<file path="src/uop_settings.svh">
`ifndef UOP_SETTINGS_SVH
`define UOP_SETTINGS_SVH

// ========================================
// micro-op word layout
// ========================================

// micro-op word size in bits
`define UOP_WIDTH 16
// opcode sits in the top bits, 15 down to 10
`define UOP_OPC_LSB 10
`define UOP_OPC_WIDTH (`UOP_WIDTH - `UOP_OPC_LSB)

// ========================================
// register file and pipeline
// ========================================

// architectural registers tracked by the scoreboard
`define REG_COUNT 8
// register index width, dst and src2 fields use this many bits
`define REG_IDX_W $clog2(`REG_COUNT)
// input to issue latency in cycles
`define PIPE_DEPTH 3

`endif
</file>
<file path="src/uopPkg.sv">
`default_nettype none

`include "uop_settings.svh"

package uopPkg;

	// ========================================
	// micro-op opcodes
	// ========================================

	// codes 40 to 63 are unused and decode to no class
	typedef enum logic [`UOP_OPC_WIDTH-1:0] {
		LDIB = 6'd0,
		ADDB = 6'd1,
		ADDW = 6'd2,
		ADCB = 6'd3,
		SBCB = 6'd4,
		CMPB = 6'd5,
		ANDB = 6'd6,
		BITB = 6'd7,
		ORB  = 6'd8,
		EORB = 6'd9,
		// shifts and rotates
		ASLB = 6'd10,
		LSRB = 6'd11,
		RORB = 6'd12,
		ROLB = 6'd13,
		MOV  = 6'd14,
		// status flag set and clear
		SEC  = 6'd15,
		CLC  = 6'd16,
		SEI  = 6'd19,
		CLI  = 6'd20,
		CLV  = 6'd21,
		// plain loads and stores
		LDB  = 6'd22,
		LDW  = 6'd23,
		STB  = 6'd24,
		STW  = 6'd25,
		// wrapping loads and stores
		LDBW = 6'd26,
		LDWW = 6'd27,
		STBW = 6'd28,
		STWW = 6'd29,
		// conditional branches
		BEQ  = 6'd30,
		BNE  = 6'd31,
		BCS  = 6'd32,
		BCC  = 6'd33,
		BVS  = 6'd34,
		BVC  = 6'd35,
		BMI  = 6'd36,
		BPL  = 6'd37,
		// unconditional flow control
		JSI  = 6'd38,
		JMP  = 6'd39
	} uopOpcode_t;

	// ========================================
	// memory access size
	// ========================================

	// 3 bits wide, room for larger sizes later
	typedef enum logic [2:0] {
		SZ_BYTE = 3'd0,
		SZ_WYDE = 3'd1
	} memSize_t;

	// register field value naming the status register in a store
	localparam logic [`REG_IDX_W-1:0] SR_REG = 7;

endpackage

`default_nettype wire

</file>
<file path="src/uopFrontEnd.sv">
`timescale 1ns/1ps
`default_nettype none

`include "uop_settings.svh"

module uopFrontEnd
	import uopPkg::*;
(
	input  wire logic                  clk,
	input  wire logic                  rstN,
	input  wire logic                  flush,
	input  wire logic                  instrValid,
	input  wire logic [`UOP_WIDTH-1:0] instr,
	input  wire logic                  predictTaken,
	input  wire logic                  wbValid,
	input  wire logic [`REG_IDX_W-1:0] wbReg,
	output logic                       issueAlu,
	output logic                       issueMem,
	output logic                       issueFcu,
	output logic                       outLoad,
	output logic                       outStore,
	output memSize_t                   outMemSize,
	output logic                       outCmp,
	output logic                       outBranch,
	output logic                       outJmp,
	output logic                       outSei,
	output logic                       outRfw,
	output logic                       outNeedSr,
	output logic                       outWrap,
	output logic [`REG_IDX_W:0]        outSrc1,
	output logic [`REG_IDX_W-1:0]      outSrc2,
	output logic [`REG_IDX_W-1:0]      outDst,
	output logic                       outPredict,
	output logic                       hazard
);

	// ========================================
	// stage boundaries
	// ========================================

	// fetch to decode
	logic                  fetchValid;
	logic [`UOP_WIDTH-1:0] fetchInstr;
	logic                  fetchPredict;

	// decode to steering
	logic                  decValid;
	logic                  decAlu, decMem, decFcu;
	logic                  decLoad, decStore, decCmp, decBranch, decJmp;
	logic                  decSei, decRfw, decNeedSr, decWrap;
	memSize_t              decMemSize;
	logic [`REG_IDX_W:0]   decSrc1;
	logic [`REG_IDX_W-1:0] decDst;
	logic [`REG_IDX_W-1:0] decSrc2;
	logic                  decPredict;

	// three registered stages, one micro-op in each
	uopFetchStage uFetch (.*);

	uopDecoder uDecode (.*);

	uopIssueSteer uSteer (.*);

endmodule

`default_nettype wire

</file>
<file path="src/uopIssueSteer.sv">
`timescale 1ns/1ps
`default_nettype none

`include "uop_settings.svh"

module uopIssueSteer
	import uopPkg::*;
(
	input  wire logic                  clk,
	input  wire logic                  rstN,
	input  wire logic                  decValid,
	input  wire logic                  decAlu,
	input  wire logic                  decMem,
	input  wire logic                  decFcu,
	input  wire logic                  decLoad,
	input  wire logic                  decStore,
	input  wire logic                  decCmp,
	input  wire logic                  decBranch,
	input  wire logic                  decJmp,
	input  wire logic                  decSei,
	input  wire logic                  decRfw,
	input  wire logic                  decNeedSr,
	input  wire logic                  decWrap,
	input  wire memSize_t              decMemSize,
	input  wire logic [`REG_IDX_W:0]   decSrc1,
	input  wire logic [`REG_IDX_W-1:0] decDst,
	input  wire logic [`REG_IDX_W-1:0] decSrc2,
	input  wire logic                  decPredict,
	// writeback frees a register
	input  wire logic                  wbValid,
	input  wire logic [`REG_IDX_W-1:0] wbReg,
	// one cycle issue pulses per unit
	output logic                       issueAlu,
	output logic                       issueMem,
	output logic                       issueFcu,
	output logic                       outLoad,
	output logic                       outStore,
	output memSize_t                   outMemSize,
	output logic                       outCmp,
	output logic                       outBranch,
	output logic                       outJmp,
	output logic                       outSei,
	output logic                       outRfw,
	output logic                       outNeedSr,
	output logic                       outWrap,
	output logic [`REG_IDX_W:0]        outSrc1,
	output logic [`REG_IDX_W-1:0]      outSrc2,
	output logic [`REG_IDX_W-1:0]      outDst,
	output logic                       outPredict,
	output logic                       hazard
);

	// ========================================
	// scoreboard
	// ========================================

	// one busy bit per register, set while a write is outstanding
	logic [`REG_COUNT-1:0] busy;
	logic [`REG_COUNT-1:0] wbClear;
	logic [`REG_COUNT-1:0] busyAfterWb;
	logic [`REG_COUNT-1:0] rfwSet;
	logic                  src1Busy;
	logic                  src2Busy;
	logic                  dstBusy;

	always_comb
	begin
		// writeback clears first, same cycle
		wbClear = '0;
		if (wbValid)
			wbClear[wbReg] = 1'b1;
		busyAfterWb = busy & ~wbClear;
		// src1 bit 3 set means no register operand
		src1Busy = ~decSrc1[`REG_IDX_W] & busyAfterWb[decSrc1[`REG_IDX_W-1:0]];
		src2Busy = busyAfterWb[decSrc2];
		// store data comes from the dst field
		dstBusy  = decStore & busyAfterWb[decDst];
		// destination is marked last, after the check
		rfwSet = '0;
		if (decValid & decRfw)
			rfwSet[decDst] = 1'b1;
	end

	// ========================================
	// steering register
	// ========================================

	always_ff @(posedge clk)
	begin
		if (!rstN)
		begin
			busy      <= '0;
			hazard    <= 1'b0;
			issueAlu  <= 1'b0;
			issueMem  <= 1'b0;
			issueFcu  <= 1'b0;
			outLoad   <= 1'b0;
			outStore  <= 1'b0;
			outCmp    <= 1'b0;
			outBranch <= 1'b0;
			outJmp    <= 1'b0;
			outSei    <= 1'b0;
			outRfw    <= 1'b0;
			outNeedSr <= 1'b0;
			outWrap   <= 1'b0;
		end
		else
		begin
			busy      <= busyAfterWb | rfwSet;
			// reported only, nothing stalls on it
			hazard    <= decValid & (src1Busy | src2Busy | dstBusy);
			issueAlu  <= decValid & decAlu;
			issueMem  <= decValid & decMem;
			issueFcu  <= decValid & decFcu;
			outLoad   <= decLoad;
			outStore  <= decStore;
			outCmp    <= decCmp;
			outBranch <= decBranch;
			outJmp    <= decJmp;
			outSei    <= decSei;
			outRfw    <= decRfw;
			outNeedSr <= decNeedSr;
			outWrap   <= decWrap;
		end
	end

	// operand fields travel beside the pulses
	always_ff @(posedge clk)
	begin
		outMemSize <= decMemSize;
		outSrc1    <= decSrc1;
		outSrc2    <= decSrc2;
		outDst     <= decDst;
		outPredict <= decPredict;
	end

endmodule

`default_nettype wire

</file>
<file path="src/uopDecoder.sv">
`timescale 1ns/1ps
`default_nettype none

`include "uop_settings.svh"

module uopDecoder
	import uopPkg::*;
(
	input  wire logic                  clk,
	input  wire logic                  rstN,
	input  wire logic                  flush,
	input  wire logic                  fetchValid,
	input  wire logic [`UOP_WIDTH-1:0] fetchInstr,
	input  wire logic                  fetchPredict,
	output logic                       decValid,
	// class flags
	output logic                       decAlu,
	output logic                       decMem,
	output logic                       decFcu,
	// control flags
	output logic                       decLoad,
	output logic                       decStore,
	output logic                       decCmp,
	output logic                       decBranch,
	output logic                       decJmp,
	output logic                       decSei,
	output logic                       decRfw,
	output logic                       decNeedSr,
	output logic                       decWrap,
	// payload
	output memSize_t                   decMemSize,
	output logic [`REG_IDX_W:0]        decSrc1,
	output logic [`REG_IDX_W-1:0]      decDst,
	output logic [`REG_IDX_W-1:0]      decSrc2,
	output logic                       decPredict
);

	logic [`UOP_OPC_WIDTH-1:0] opc;
	logic [`REG_IDX_W-1:0]     dstField;
	logic                      accept;

	assign opc      = fetchInstr[`UOP_WIDTH-1:`UOP_OPC_LSB];
	assign dstField = fetchInstr[2*`REG_IDX_W-1:`REG_IDX_W];
	// flush kills the micro-op leaving fetch
	assign accept   = fetchValid & ~flush;

	// ========================================
	// opcode classification
	// ========================================

	function automatic logic isAlu(input logic [`UOP_OPC_WIDTH-1:0] op);
		// ADDB goes elsewhere, it is not an ALU op here
		case (op)
			LDIB, ADDW, ADCB, SBCB, CMPB, ANDB, BITB, ORB, EORB,
			ASLB, LSRB, RORB, ROLB, SEC, CLC, SEI, CLI, CLV, MOV:
				return 1'b1;
			default:
				return 1'b0;
		endcase
	endfunction

	function automatic logic isLoad(input logic [`UOP_OPC_WIDTH-1:0] op);
		return op inside {LDB, LDW, LDBW, LDWW};
	endfunction

	function automatic logic isStore(input logic [`UOP_OPC_WIDTH-1:0] op);
		return op inside {STB, STW, STBW, STWW};
	endfunction

	// the eight conditional branches only
	function automatic logic isBranch(input logic [`UOP_OPC_WIDTH-1:0] op);
		return op inside {BEQ, BNE, BCS, BCC, BVS, BVC, BMI, BPL};
	endfunction

	function automatic logic isRfw(input logic [`UOP_OPC_WIDTH-1:0] op);
		case (op)
			LDB, LDW, LDBW, LDWW, ADDB, ADDW, ADCB, SBCB,
			ANDB, ORB, EORB, ASLB, LSRB, ROLB, RORB, MOV:
				return 1'b1;
			default:
				return 1'b0;
		endcase
	endfunction

	function automatic memSize_t memSize(input logic [`UOP_OPC_WIDTH-1:0] op);
		// wyde accesses, anything else defaults to byte
		if (op inside {LDW, LDWW, STW, STWW})
			return SZ_WYDE;
		return SZ_BYTE;
	endfunction

	function automatic logic needsSr(
		input logic [`UOP_OPC_WIDTH-1:0] op,
		input logic [`REG_IDX_W-1:0]     dst
	);
		case (op)
			// a store of the status register reads it
			STB, STBW:
				return dst == SR_REG;
			// carry in
			ADCB, SBCB, ROLB, RORB:
				return 1'b1;
			BEQ, BNE, BCS, BCC, BVS, BVC, BMI, BPL:
				return 1'b1;
			default:
				return 1'b0;
		endcase
	endfunction

	// ========================================
	// decode register
	// ========================================

	// flags are all gated by the valid bit
	always_ff @(posedge clk)
	begin
		if (!rstN)
		begin
			decValid  <= 1'b0;
			decAlu    <= 1'b0;
			decMem    <= 1'b0;
			decFcu    <= 1'b0;
			decLoad   <= 1'b0;
			decStore  <= 1'b0;
			decCmp    <= 1'b0;
			decBranch <= 1'b0;
			decJmp    <= 1'b0;
			decSei    <= 1'b0;
			decRfw    <= 1'b0;
			decNeedSr <= 1'b0;
			decWrap   <= 1'b0;
		end
		else
		begin
			decValid  <= accept;
			decAlu    <= accept & isAlu(opc);
			decMem    <= accept & (isLoad(opc) | isStore(opc));
			decFcu    <= accept & (isBranch(opc) | opc inside {JSI, JMP});
			decLoad   <= accept & isLoad(opc);
			decStore  <= accept & isStore(opc);
			decCmp    <= accept & (opc == CMPB);
			decBranch <= accept & isBranch(opc);
			decJmp    <= accept & (opc == JMP);
			decSei    <= accept & (opc == SEI);
			decRfw    <= accept & isRfw(opc);
			decNeedSr <= accept & needsSr(opc, dstField);
			// W suffix memory ops wrap within the page
			decWrap   <= accept & (opc inside {LDBW, STBW, LDWW, STWW});
		end
	end

	// register fields, captured with each fetched micro-op
	always_ff @(posedge clk)
	begin
		if (fetchValid)
		begin
			decMemSize <= memSize(opc);
			decSrc1    <= fetchInstr[`UOP_OPC_LSB-1:2*`REG_IDX_W];
			decDst     <= dstField;
			decSrc2    <= fetchInstr[`REG_IDX_W-1:0];
			decPredict <= fetchPredict;
		end
	end

endmodule

`default_nettype wire

</file>
<file path="src/uopFetchStage.sv">
`timescale 1ns/1ps
`default_nettype none

`include "uop_settings.svh"

module uopFetchStage
(
	input  wire logic                  clk,
	input  wire logic                  rstN,
	// branch redirect, empties this stage
	input  wire logic                  flush,
	input  wire logic                  instrValid,
	input  wire logic [`UOP_WIDTH-1:0] instr,
	input  wire logic                  predictTaken,
	output logic                       fetchValid,
	output logic [`UOP_WIDTH-1:0]      fetchInstr,
	output logic                       fetchPredict
);

	// ========================================
	// valid bit
	// ========================================

	// one cycle strobe, follows instrValid
	always_ff @(posedge clk)
	begin
		if (!rstN)
		begin
			fetchValid <= 1'b0;
		end
		else
		begin
			// a micro-op arriving with flush is dropped
			fetchValid <= instrValid & ~flush;
		end
	end

	// ========================================
	// micro-op latch
	// ========================================

	// payload only moves on a new micro-op
	always_ff @(posedge clk)
	begin
		if (instrValid)
		begin
			fetchInstr   <= instr;
			fetchPredict <= predictTaken;
		end
	end

endmodule

`default_nettype wire

</file>
<file path="config.mk">
export PLATFORM = sky130hd
export DESIGN_NAME = uopFrontEnd
export DESIGN_NICKNAME = d
export VERILOG_FILES = /design/src/uopPkg.sv /design/src/uopFrontEnd.sv /design/src/uopIssueSteer.sv /design/src/uopDecoder.sv /design/src/uopFetchStage.sv
export VERILOG_INCLUDE_DIRS = /design/src
export SDC_FILE = /design/constraint.sdc
export NUM_CORES = 1
export LEC_CHECK = 0
export ABC_CLOCK_PERIOD_IN_PS = 1310
export BUFFER_PORTS_ARGS = -buffer_cell sky130_fd_sc_hd__clkbuf_2
export CORE_AREA = 2 2 79 81
export CTS_CLUSTER_SIZE = 8
export DETAILED_ROUTE_END_ITERATION = 7
export DIE_AREA = 0 0 81 83
export GPL_TIMING_DRIVEN = 0
export PLACE_DENSITY_LB_ADDON = 0.12
export SKIP_LAST_GASP = 1
export SLEW_MARGIN = 20
export SYNTH_ARGS = -nofsm -noshare
export SYNTH_HDL_FRONTEND = slang
export SYNTH_SLANG_ARGS = --single-unit
</file>
<file path="constraint.sdc">
create_clock -name clk -period 1.31 [get_ports clk]
set_input_delay 0.0655 -clock clk [delete_from_list [all_inputs] [get_ports clk]]
set_output_delay 0.0655 -clock clk [all_outputs]
set_load 0.02 [all_outputs]
</file>
# Word level (Yosys, flattened, before mapping)
# Memory sizes are Yosys's and may differ from the RTL's. A register that Yosys moved wholly into a read port is not among the register bits.
# Index checks and enable logic that the tools add are counted.
# totals
register_bits,76
romBits,64
in_bits,25
out_inout_bits,27
n_memories,2
# memory_table
memory,depth,word_bits,rd,rd_ports_with_merged_regs,write_ports,line,rtl
(name not given),32,1,1,1,0,uopDecoder.sv:53,case (op)
(name not given),32,1,1,1,0,uopDecoder.sv:76,case (op)
# op_classes
magnitude_cmp,6
eq_ne,25
n_mux,23
bitwise_logic,30
n_reduce_logical,10
# op_table
op,n
$eq 6x5->1 const B,11
$eq 6x6->1 const B,8
$and 1x1->1,21
$lt 3x4->1 const B,4
$mux 8,2
$reduce_bool 4->1,4
$mux 1,13
$eq 6x3->1 const B,2
$eq 6x4->1 const B,2
$reduce_or 12->1,1
$mux 5,2
$bmux 1 s3,3
$and 8x8->8,1
$not 8->8,1
$or 8x8->8,1
$reduce_bool 8->1,1
$demux 1 s3,2
$eq 6x2->1 const B,1
$ge 3x1->1 const B,2
$or 1x1->1,4
$eq 3x3->1 const B,1
$logic_and 1x1->1,2
$not 1->1,2
$pmux 1 s2,1
2 further kinds,2

# Logic depth before layout (Yosys ltp)
# Gate-level depths: netlist of run 1.
# depth
ltp_word,13
depth_mapped,7
mapped_depth_nobuf,6

# By module
# A second synthesis of run 1 with hierarchy kept.
# unflattened
cells_unflattened,225
hier_area_um2,2837.7
# modules_own_cells
module,n_inst,cells_each,area_per_inst_um2,seq_area_each_um2
uopIssueSteer,1,118,1267.5,700.7
uopDecoder,1,88,1031.0,620.6
uopFetchStage,1,19,539.3,530.5

# Worst setup path before layout of run 1
# OpenSTA, ideal clock, no wires.
# synth_path
kind,register -> register
start,reg uFetch.fetchInstr[11]
end,reg with a tool-made name
arrival_time_ps,1372
required_ps,1230
setup_slack_ps,-142
stages_incl_launch_ff,7
path_buffers,1
period_less_slack_ps,1452
path_cell_list,edfxtp_1 -> clkbuf_1 -> mux2i_1 -> ha_1 -> nand2_1 -> o21ai_0 -> a22oi_1
# synth_lines
item,line,rtl
from (decl),uopFetchStage.sv:16,"output logic [`UOP_WIDTH-1:0] fetchInstr,"
from (signal assigned),uopFetchStage.sv:47,fetchInstr <= instr;

# Worst setup path after layout of run 1
# layout_path
start,reg uDecode.decDst[1]
end,reg uSteer.hazard
# layout_via
elab_chain_cells,5
# layout_lines
item,line,rtl
from (decl),uopDecoder.sv:33,"output logic [`REG_IDX_W-1:0] decDst,"
from (signal assigned),uopDecoder.sv:159,decDst <= dstField;
$bmux 1 s3,uopIssueSteer.sv:77,dstBusy = decStore & busyAfterWb[decDst];
$mux 1 (not written as such),uopIssueSteer.sv:77,
$and 1x1->1,uopIssueSteer.sv:77,
$or 1x1->1,uopIssueSteer.sv:111,hazard <= decValid & (src1Busy | src2Busy | dstBusy);
$and 1x1->1,uopIssueSteer.sv:111,
to (signal assigned),uopIssueSteer.sv:111,
to (decl),uopIssueSteer.sv:50,output logic hazard
# Every way passes these cells. The select of a mux whose other input is x is not followed.
# A chain may end at the register's enable or synchronous reset.

==> flow_metrics.tcl, run 1 <==
set metrics [dict create \
    drive_gt1_frac 0.3476 \
    leakage_nw 1.531 \
    fillers 487 \
    synthCells 228 \
    end_kind "flop" \
    placed_area_um2 3219 \
    relSlewSlack 0.5672 \
    required_ns 1.55 \
    vdd_drop_max_v 0.0008031 \
    total_power_w 0.004880 \
    vias_per_cell 4.975 \
    diodes 0 \
    grt_pass1_vias 1905 \
    vias 2005 \
    std_cell_rows 28 \
    wire_per_inst_um 13.83 \
    cts_sinks 78 \
    gp_congestion 0.8369 \
    syn_area_um2 2824 \
    fin_util 0.6528 \
    die_x_um 81 \
    finalWorstSetupSlack_ns -0.1465 \
    grt_max_degree 19 \
    clockBufferDepth 2 \
    maxSlewViolCount 0 \
    dp_hpwl_um 3449 \
    power.density_nw_per_um2 1286 \
    failed_checks "setup timing" \
    die_h_um 83 \
    ys_types 46 \
    core_area_um2 5816 \
    numPortBuffers 49 \
    fin_nets 351 \
    area_growth_pct 34.43 \
    antenna_found_initial 0 \
    drtIter0Drc 149 \
    stdcell_count 403 \
    fmax_mhz 686.6 \
    arrival_ns 1.70 \
    worst_pin_slew_ns 0.6437 \
    ys_seq_elements 78 \
    r2r-start "uDecode.decDst[1]" \
    place_inst 353 \
    status "finished with violations" \
    dieArea_um2 6723 \
    cts_tree "done" \
    finalClockSkew_ns 0.006511 \
    grt_pass1_wl_um 8956 \
    htreeDepth 3 \
    cts-root-buf "clkbuf_8" \
    ys_warn_count 0 \
    r2r_cells 5 \
    ios 52 \
    drc 0 \
    fin_crit_ns 1.456 \
    period_share 1.112 \
    crit_path_start_kind "flop" \
    ys_seq_area_frac 0.6557 \
    postRouteAntennaNets 0 \
    grt_use_total 0.1787 \
    ys_async_sr_fraction 0 \
    grt_setup_unrepaired "yes" \
    dr.pass1.iters 4 \
    r2r_slack_ns -0.15 \
    crit_fanout 5 \
    clk_pin_slew_ns 0.07 \
    cts_made_buffers 9 \
    crit_path_end "uSteer.hazard" \
    hold_viol 0 \
    path_class "reg -> reg" \
    wl_um 5573 \
    critical_path.startpoint "uDecode.decDst[1]" \
    final_area_um2 3796 \
    clk_latency_ns 0.35 \
    setup_tns_ns -0.2294 \
    ys.flop_type "dfxtp_1" \
    synth_area_per_cell_um2 12.39 \
    setup_viol 2 \
    start_util 0.4856 \
    synth_edf_count 29 \
    max-cap-violations 0 \
    r2r-end "uSteer.hazard" \
    hold_path_class "in -> reg" \
    grt.overflow.total 0 \
]
## metal layers
layer | part of all wire | vias up | track usage | routed length (um)
met3 | 0.050 | 10 | 0.05217 | 280
met4 | 0.016 | 0 | 0.08629 | 87
met2 | 0.46 | 61 | 0.2592 | 2547
met5 | 0 | - | 0 | 0
li1 | - | 1010 | - | -
met1 | 0.48 | 924 | 0.2437 | 2656
## cells in the mapped netlist, drive strengths merged, types with 2 or more instances
master | count | area, um2
nor3b | 3 | 22.52
a21boi | 8 | 60.06
nor2b | 2 | 12.51
buf | 3 | 18.76
and2 | 9 | 56.30
o2111ai | 2 | 17.52
nand2b | 3 | 18.77
xnor2 | 2 | 17.52
o41ai | 4 | 57.56
nand3 | 10 | 50.05
ha | 3 | 37.54
nor3 | 2 | 10.01
o21ai | 7 | 35.03
inv | 7 | 26.28
mux2i | 6 | 60.06
o31ai | 3 | 27.52
a21oi | 4 | 20.02
nor4b | 2 | 17.52
nor2 | 15 | 56.30
edfxtp | 29 | 870.8
nand2 | 21 | 78.83
dfxtp | 49 | 980.9
mux4 | 2 | 48.80
and3 | 4 | 25.02
mux2 | 3 | 33.78
o22ai | 2 | 12.51
a22oi | 2 | 15.01
clkbuf | 8 | 30.03
nand4 | 2 | 12.51
## layout make-up
type,count,area (um2),area share
Buffer,7,47.55,0.01252
Inverter,7,28.78,0.007581
Clock inverter,6,62.56,0.01648
Clock buffer,10,127.6,0.03362
Sequential cell,78,1856,0.4888
Multi-Input combinational cell,133,993.5,0.2617
Tap cell,75,93.84,0.02472
Timing Repair Buffer,87,586.8,0.1546
## per-stage QoR
stage,hold WS [ns],worst slack (ns)
2_1_floorplan,0.1644,-0.006871
3_3_place_gp,0.2426,-0.5184
3_5_place_dp,0.2441,-0.5310
4_1_cts,0.002728,-0.1365
5_1_grt,0.006033,-0.2069
6_report,0.02182,-0.1465
## registers in the layout, indices dropped and copies added, names as in the netlist, 3 cells and up, named ones only
register,cells
uSteer.busy,8
uDecode.decSrc2,3
uDecode.decDst,3
uSteer.outDst,3
uSteer.outSrc2,3
uSteer.outSrc1,4
uDecode.decSrc1,4
uFetch.fetchInstr,16
## layout by cell type, fill, tap and decap left out, types with 3 or more instances in the layout
cell           Yosys  routed
o21ai_0            4       3
clkbuf_2           0      49
edfxtp_1          29      29
a21oi_1            4       3
o21ai_1            3       3
nand2_1           21      20
a21boi_0           8       8
o41ai_2            3       4
nor2_1            15      13
and2_1             9       9
and3_1             4       4
buf_4              2      20
nor3b_1            3       3
nand3_1           10      10
clkbuf_1           8       3
mux2i_1            6       5
inv_1              5       4
dfxtp_1           49      48
dlygate4sd3_1      0      17
clkbuf_8           0       9
buf_6              0       3
## cell families (layout without fill, tap and decap cells)
group                      Yosys count  in the layout  share of synthesized area
xor gates and xnor gates             3              3                   0.009306
other                                1              2                   0.001328
adders and majority gates            3              3                    0.01329
buffers and inverters               18            117                    0.02658
muxes                               11             11                    0.05051
and+or+nand+nor                     76             76                     0.1373
AOI/OAI and AO/OA                   38             38                     0.1059
DFF                                 78             78                     0.6557
## worst min-delay path by stage
stage | slack, ns | end | cells past startpoint | startpoint
final | 0.02 | uFetch.fetchValid | 2 | flush
after global routing | 0.006 | uFetch.fetchValid | 2 | flush
after CTS | 0.003 | uFetch.fetchValid | 2 | flush
after detailed placement | 0.24 | uFetch.fetchInstr[7] | 1 | instr[7]
after global placement | 0.24 | uFetch.fetchInstr[0] | 1 | instr[0]
after floorplan | 0.16 | uFetch.fetchInstr[0] | 0 | instr[0]
## timing repair
item / 4_1_cts / 5_1_grt
setup endpoints to repair: 9 / 16
gates resized for setup: 12 / 9
hold buffers: 17 / 0
hold endpoints to repair: 17 / 0
pin swaps: 8 / 6
setup buffers: 18 / 3
## critical path: stages, from the launching register on
cell and delay [ns]:
edfxtp_1 0.49, nor2b_4 0.24, a22oi_2 0.10, a21oi_2 0.17
o22ai_1 0.08, a32o_1 0.26
## report_power, final
part	internal, W	total (W)	switching (W)	leakage (nW)
Combinational	0.000241	0.000475	0.000234	0.763
Sequential	0.00261	0.00267	0.0000574	0.676
Clock	0.000874	0.00173	0.000859	0.0915
No activity file was read; power rests on OpenSTA's default activity.
==> inputs of run 2 (changes only) <==
--- a/config.mk
+++ b/config.mk
@@ -6,12 +6,12 @@
 export SDC_FILE = /design/constraint.sdc
 export NUM_CORES = 1
 export LEC_CHECK = 0
-export ABC_CLOCK_PERIOD_IN_PS = 1310
+export ABC_CLOCK_PERIOD_IN_PS = 1800
 export BUFFER_PORTS_ARGS = -buffer_cell sky130_fd_sc_hd__clkbuf_2
-export CORE_AREA = 2 2 79 81
+export CORE_AREA = 2 2 73 75
 export CTS_CLUSTER_SIZE = 8
 export DETAILED_ROUTE_END_ITERATION = 7
-export DIE_AREA = 0 0 81 83
+export DIE_AREA = 0 0 75 77
 export GPL_TIMING_DRIVEN = 0
 export PLACE_DENSITY_LB_ADDON = 0.12
 export SKIP_LAST_GASP = 1
==> constraint.sdc (replaced) <==
create_clock -name clk -period 1.8 [get_ports clk]
set_input_delay 0.09 -clock clk [delete_from_list [all_inputs] [get_ports clk]]
set_output_delay 0.09 -clock clk [all_outputs]
set_load 0.02 [all_outputs]
==> run 2 against run 1 <==
  * The flow now finishes without violations
  * Register-to-register slack improved by 0.35 ns
  * Sequential power fell by 27%
  * Total power fell by 31%
  * Non-clock buffer count fell by 17
  * Wire length fell by 11%
  * Global-route usage rose by 0.87 points
  * First-iteration DRC count fell by 4.7%
  * Worst hold slack improved by 0.036 ns
  * Clock skew barely moved
  * Cell count fell by 5.5%
  * Core utilization rose by 5.4 points
  * Fmax fell by 8.8%
  * Critical path type unchanged
  * Largest power group unchanged
==> flow_metrics.tcl, run 2 (synthesis results as in run 1) <==
set metrics [dict create \
    status "finished, final reports clean" \
    wire_per_inst_um 13.05 \
    largestRegisters "uFetch.fetchInstr (16), uSteer.busy (8)" \
    relSlewSlack 0.4644 \
    drive_gt1_frac 0.2540 \
    setup_viol 0 \
    leakage_nw 1.398 \
    final_area_um2 3520 \
    fin_nets 334 \
    cts_made_buffers 9 \
    numPortBuffers 49 \
    ios 52 \
    diodes 0 \
    grt_pass1_vias 1727 \
    final_common_cell "clkbuf_2" \
    finalClockSkew_ns 0.006801 \
    die_x_um 75 \
    grt_pass1_wl_um 8052 \
    dieArea_um2 5775 \
    dp_hpwl_um 3325 \
    start_util 0.5674 \
    placed_area_um2 3161 \
    top_register "uFetch.fetchInstr" \
    grt_setup_unrepaired "no" \
    area_growth_pct 24.63 \
    cts_sinks 78 \
    end_kind "flop" \
    postRouteAntennaNets 0 \
    required_ns 2.06 \
    total_power_w 0.003351 \
    hold_viol 0 \
    most-common-layout-cells "clkbuf_2, dfxtp_1, edfxtp_1" \
    wl_um 4972 \
    dr.pass1.iters 4 \
    maxSlewViolCount 0 \
    fmax_mhz 626.4 \
    arrival_ns 1.85 \
    clk_latency_ns 0.34 \
    period_share 0.8869 \
    grt_use_total 0.1874 \
    cp_cell_sequence "clkbuf_1 -> mux2i_4 -> ha_1 -> nand2_1 -> o21ai_0 -> a22oi_1" \
    fin_util 0.7071 \
    gp_congestion 0.8385 \
    fin_crit_ns 1.596 \
    clockBufferDepth 2 \
    max-cap-violations 0 \
    largest_register_ffs 16 \
    die_h_um 77 \
    grt_max_degree 19 \
    vias_per_cell 5.039 \
    cts-root-buf "clkbuf_8" \
    vias 1920 \
    antenna_found_initial 0 \
    crit_fanout 9 \
    power.density_nw_per_um2 952.1 \
    clk_pin_slew_ns 0.08 \
    hold_path_class "in -> reg" \
    path_class "reg -> reg" \
    drtIter0Drc 142 \
    cts_tree "done" \
    crit_path_start_kind "flop" \
    grt.overflow.total 0 \
    htreeDepth 3 \
    setup_tns_ns 0 \
    cpMaxStageDelayCell "clkbuf_1" \
    post-place-ws_ns -0.2543 \
    finalWorstSetupSlack_ns 0.2036 \
    vdd_drop_max_v 0.0006981 \
    drc 0 \
    core_area_um2 4977 \
    std_cell_rows 26 \
    worst_pin_slew_ns 0.7931 \
    max_stage_delay_ns 0.40 \
]
==> run 2: area by class of cell <==
class                      count  area [um2]
sequential                    78        1853
multi-input combinational    133       913.4
buffer                        11       50.05
tap                           70       87.58
inverter                       7       26.28
clock inverter                 5       32.53
clock buffer                  11       141.4
fill                         371        1458
timing repair buffer          66       415.4
==> run 2: path summary, 6_finish.rpt <==
kind | startpoint | end | slack (ns) | cells past startpoint
min reg2reg | uDecode.decMemSize[0] | uSteer.outMemSize[0] | 0.34 | 0
max reg2reg | uFetch.fetchInstr[11] | flop | 0.20 | 6
min | flush | uFetch.fetchValid | 0.06 | 2
max | uFetch.fetchInstr[11] | flop | 0.20 | 6
==> run 2: metal layers <==
metal | up-vias | track usage | part of all wire
li1 | 974 | - | -
met1 | 879 | 0.2715 | 0.50
met2 | 63 | 0.2605 | 0.44
met3 | 4 | 0.06176 | 0.057
met4 | 0 | 0.06964 | 0.0068
met5 | - | 0 | 0
==> run 2: report_power, final <==
group / leakage, nW / internal [W] / switching (W) / total, W
Sequential: 0.675 / 0.00190 / 0.0000349 / 0.00194
Clock: 0.0945 / 0.000541 / 0.000605 / 0.00115
Combinational: 0.628 / 0.000117 / 0.000148 / 0.000266
==> run 2: per-stage QoR <==
step	std cells	hold WS (ns)
after floorplan	229	0.1889
after global placement	348	0.2670
after detailed placement	348	0.2686
after CTS	381	0.04235
after global routing	381	0.03455
final	381	0.05809
==> run 2: what timing repair did <==
item	in CTS	in global routing
hold buffers	17	0
setup endpoints to repair	0	3
setup buffers	0	0
resized for setup	0	5
hold endpoints to repair	17	0
==> run 2: worst max-delay path: cells and delay by family (launching register included) <==
family / cells / cell delay (ns)
multiplexers: 1 / 0.16
AND/OR/NAND/NOR: 1 / 0.06
flip-flops: 1 / 0.32
AO/OA/AOI/OAI: 2 / 0.28
adder cells (fa/ha/maj): 1 / 0.30
buffers and inverters: 1 / 0.40
==> inputs of run 3 (changes only) <==
--- a/config.mk
+++ b/config.mk
@@ -13,7 +13,7 @@
 export DETAILED_ROUTE_END_ITERATION = 7
 export DIE_AREA = 0 0 75 77
 export GPL_TIMING_DRIVEN = 0
-export PLACE_DENSITY_LB_ADDON = 0.12
+export PLACE_DENSITY = 0.88
 export SKIP_LAST_GASP = 1
 export SLEW_MARGIN = 20
 export SYNTH_ARGS = -nofsm -noshare
==> run 3 against run 2 <==
  * Total power rose by 2.4%
  * Combinational power barely moved
  * Wire length rose by 9.2%
  * Clock power rose by 6%
  * Sequential power barely moved
  * First-iteration DRC count fell by 22%
  * Critical path type unchanged
  * Largest power group unchanged
==> flow_metrics.tcl, run 3 (synthesis results as in run 1) <==
set metrics [dict create \
    status "finished, final reports clean" \
    fin_crit_ns 1.653 \
    drc 0 \
    grt.overflow.total 0 \
    htreeDepth 3 \
    fin_nets 334 \
    fmax_mhz 604.9 \
    hold_path_class "in -> reg" \
    largest_register_ffs 16 \
    cts_tree "done" \
    crit_path_start_kind "flop" \
    r2r_cells 7 \
    p_int_w 0.002660 \
    pwr-share-clk 0.356 \
    required_ns 2.06 \
    std_cell_rows 26 \
    grt_pass1_vias 1918 \
    vias 2006 \
    dr.pass1.iters 4 \
    max_stage_delay_ns 0.36 \
    cpMaxStageDelayCell "edfxtp_1" \
    clockBufferDepth 2 \
    power.density_nw_per_um2 974.4 \
    cts_sinks 78 \
    total_power_w 0.003431 \
    postRouteAntennaNets 0 \
    ios 52 \
    maxSlewViolCount 0 \
    antenna_found_initial 0 \
    grt_setup_unrepaired "no" \
    largestRegisters "uFetch.fetchInstr (16), uSteer.busy (8)" \
    final_common_cell "clkbuf_2" \
    p_sw_w 0.0007703 \
    worstHoldStart "flush" \
    setup_viol 0 \
    arrival_ns 1.91 \
    top_register "uFetch.fetchInstr" \
    cts_setup_buffers 0 \
    cts_made_buffers 9 \
    drive_gt1_frac 0.2476 \
    gp_congestion 0.8272 \
    die_h_um 77 \
    setup_tns_ns 0 \
    numPortBuffers 49 \
    worst_hold_path.endpoint "uFetch.fetchValid" \
    grt_pass1_wl_um 8369 \
    placed_area_um2 3161 \
    r2r-start "uFetch.fetchInstr[11]" \
    clk_pin_slew_ns 0.08 \
    crit_fanout 9 \
    period_share 0.9184 \
    fin_util 0.7074 \
    dp_hpwl_um 3615 \
    stdcell_count 381 \
    leakage_nw 1.397 \
    final_area_um2 3521 \
    finalClockSkew_ns 0.007109 \
    hold_depth 2 \
    drtIter0Drc 111 \
    vdd_drop_max_v 0.0006628 \
    diodes 0 \
    relSlewSlack 0.5071 \
    clk_latency_ns 0.34 \
    path_class "reg -> reg" \
    max-cap-violations 0 \
    dieArea_um2 5775 \
    end_kind "flop" \
    hold_viol 0 \
    seqPwrFrac 0.566 \
    r2r_slack_ns 0.15 \
    most-common-layout-cells "clkbuf_2, dfxtp_1, edfxtp_1" \
    cp_cell_sequence "clkbuf_1 -> mux2i_2 -> inv_1 -> ha_1 -> nor2_1 -> o21ai_0 -> a32oi_1" \
    vias_per_cell 5.265 \
    core_area_um2 4977 \
    wire_per_inst_um 14.25 \
    switching_share 0.2245 \
    worst_pin_slew_ns 0.7299 \
    wl_um 5428 \
    comb_power_share 0.078 \
    grt_max_degree 19 \
    grt_use_total 0.1973 \
    cts-root-buf "clkbuf_8" \
    die_x_um 75 \
    place_inst 348 \
    start_util 0.5674 \
    area_growth_pct 24.68 \
]
## run 3: cell types whose count changed in the layout (fill, tap and decap cells not counted)
cell | before | now
clkbuf_8 | 10 | 9
clkinv_2 | 1 | 2
mux2i_4 | 1 | 0
clkbuf_1 | 8 | 10
mux2i_2 | 0 | 1
inv_4 | 3 | 0
bufinv_16 | 0 | 1
## run 3: power groups by stage
| stage | sequential [W] | combinational [W] | clock (W) |
|---|---|---|---|
| 4_1_cts | 0.00194 | 0.000262 | 0.00124 |
| 2_1_floorplan | 0.00199 | 0.000131 | 0 |
| 5_1_grt | 0.00195 | 0.000293 | 0.00130 |
| 3_3_place_gp | 0.00197 | 0.000221 | 0 |
| 3_5_place_dp | 0.00198 | 0.000232 | 0 |
| 6_report | 0.00194 | 0.000268 | 0.00122 |
## run 3: layout make-up
cell class                      count  area, um2
Sequential cell                    78       1853
Timing Repair Buffer               66      415.4
Clock inverter                      4      48.80
Buffer                             11      50.05
Inverter                            7      26.28
Fill cell                         348       1456
Clock buffer                       12      135.1
Multi-Input combinational cell    133      904.6
Tap cell                           70      87.58
## run 3: metal layers
metal / global-route usage / vias to the layer above / share of wire / wire, um
li1: - / 972 / - / -
met1: 0.2272 / 944 / 0.41 / 2202
met2: 0.3246 / 75 / 0.51 / 2775
met3: 0.04599 / 15 / 0.055 / 297
met4: 0.1179 / 0 / 0.028 / 152
met5: 0 / - / 0 / 0
## run 3: how the worst max path moves through the flow
stage                                      from   end  slack, ns  depth (start not counted)
after detailed placement             instrValid  flop      -0.25                          7
final                     uFetch.fetchInstr[11]  flop       0.15                          7
after global routing      uFetch.fetchInstr[11]  flop       0.03                          7
after floorplan           uFetch.fetchInstr[11]  flop       0.35                          6
after CTS                            instrValid  flop       0.09                          7
after global placement               instrValid  flop      -0.15                          8
## run 3: worst max-delay path, delay by kind of cell (launching register included)
kind / cells / cell delay [ns]
adder cells (fa/ha/maj): 1 / 0.19
multiplexers: 1 / 0.33
buffers and inverters: 2 / 0.33
AND/OR/NAND/NOR: 1 / 0.10
flip-flops: 1 / 0.36
AO/OA/AOI/OAI: 2 / 0.28
## run 3: what timing repair did
item                                    in CTS  in global routing
gates resized for setup                      0                  4
hold endpoints to repair                    17                  0
endpoints found under the setup margin       0                  4
hold buffers                                17                  0
## run 3: per-stage QoR
stage          hold WS (ns)  setup slack [ns]
4_1_cts             0.07920           0.08739
6_report            0.08768            0.1469
2_1_floorplan        0.1889            0.3478
3_3_place_gp         0.2668           -0.1546
3_5_place_dp         0.2686           -0.2489
5_1_grt             0.07456           0.03347
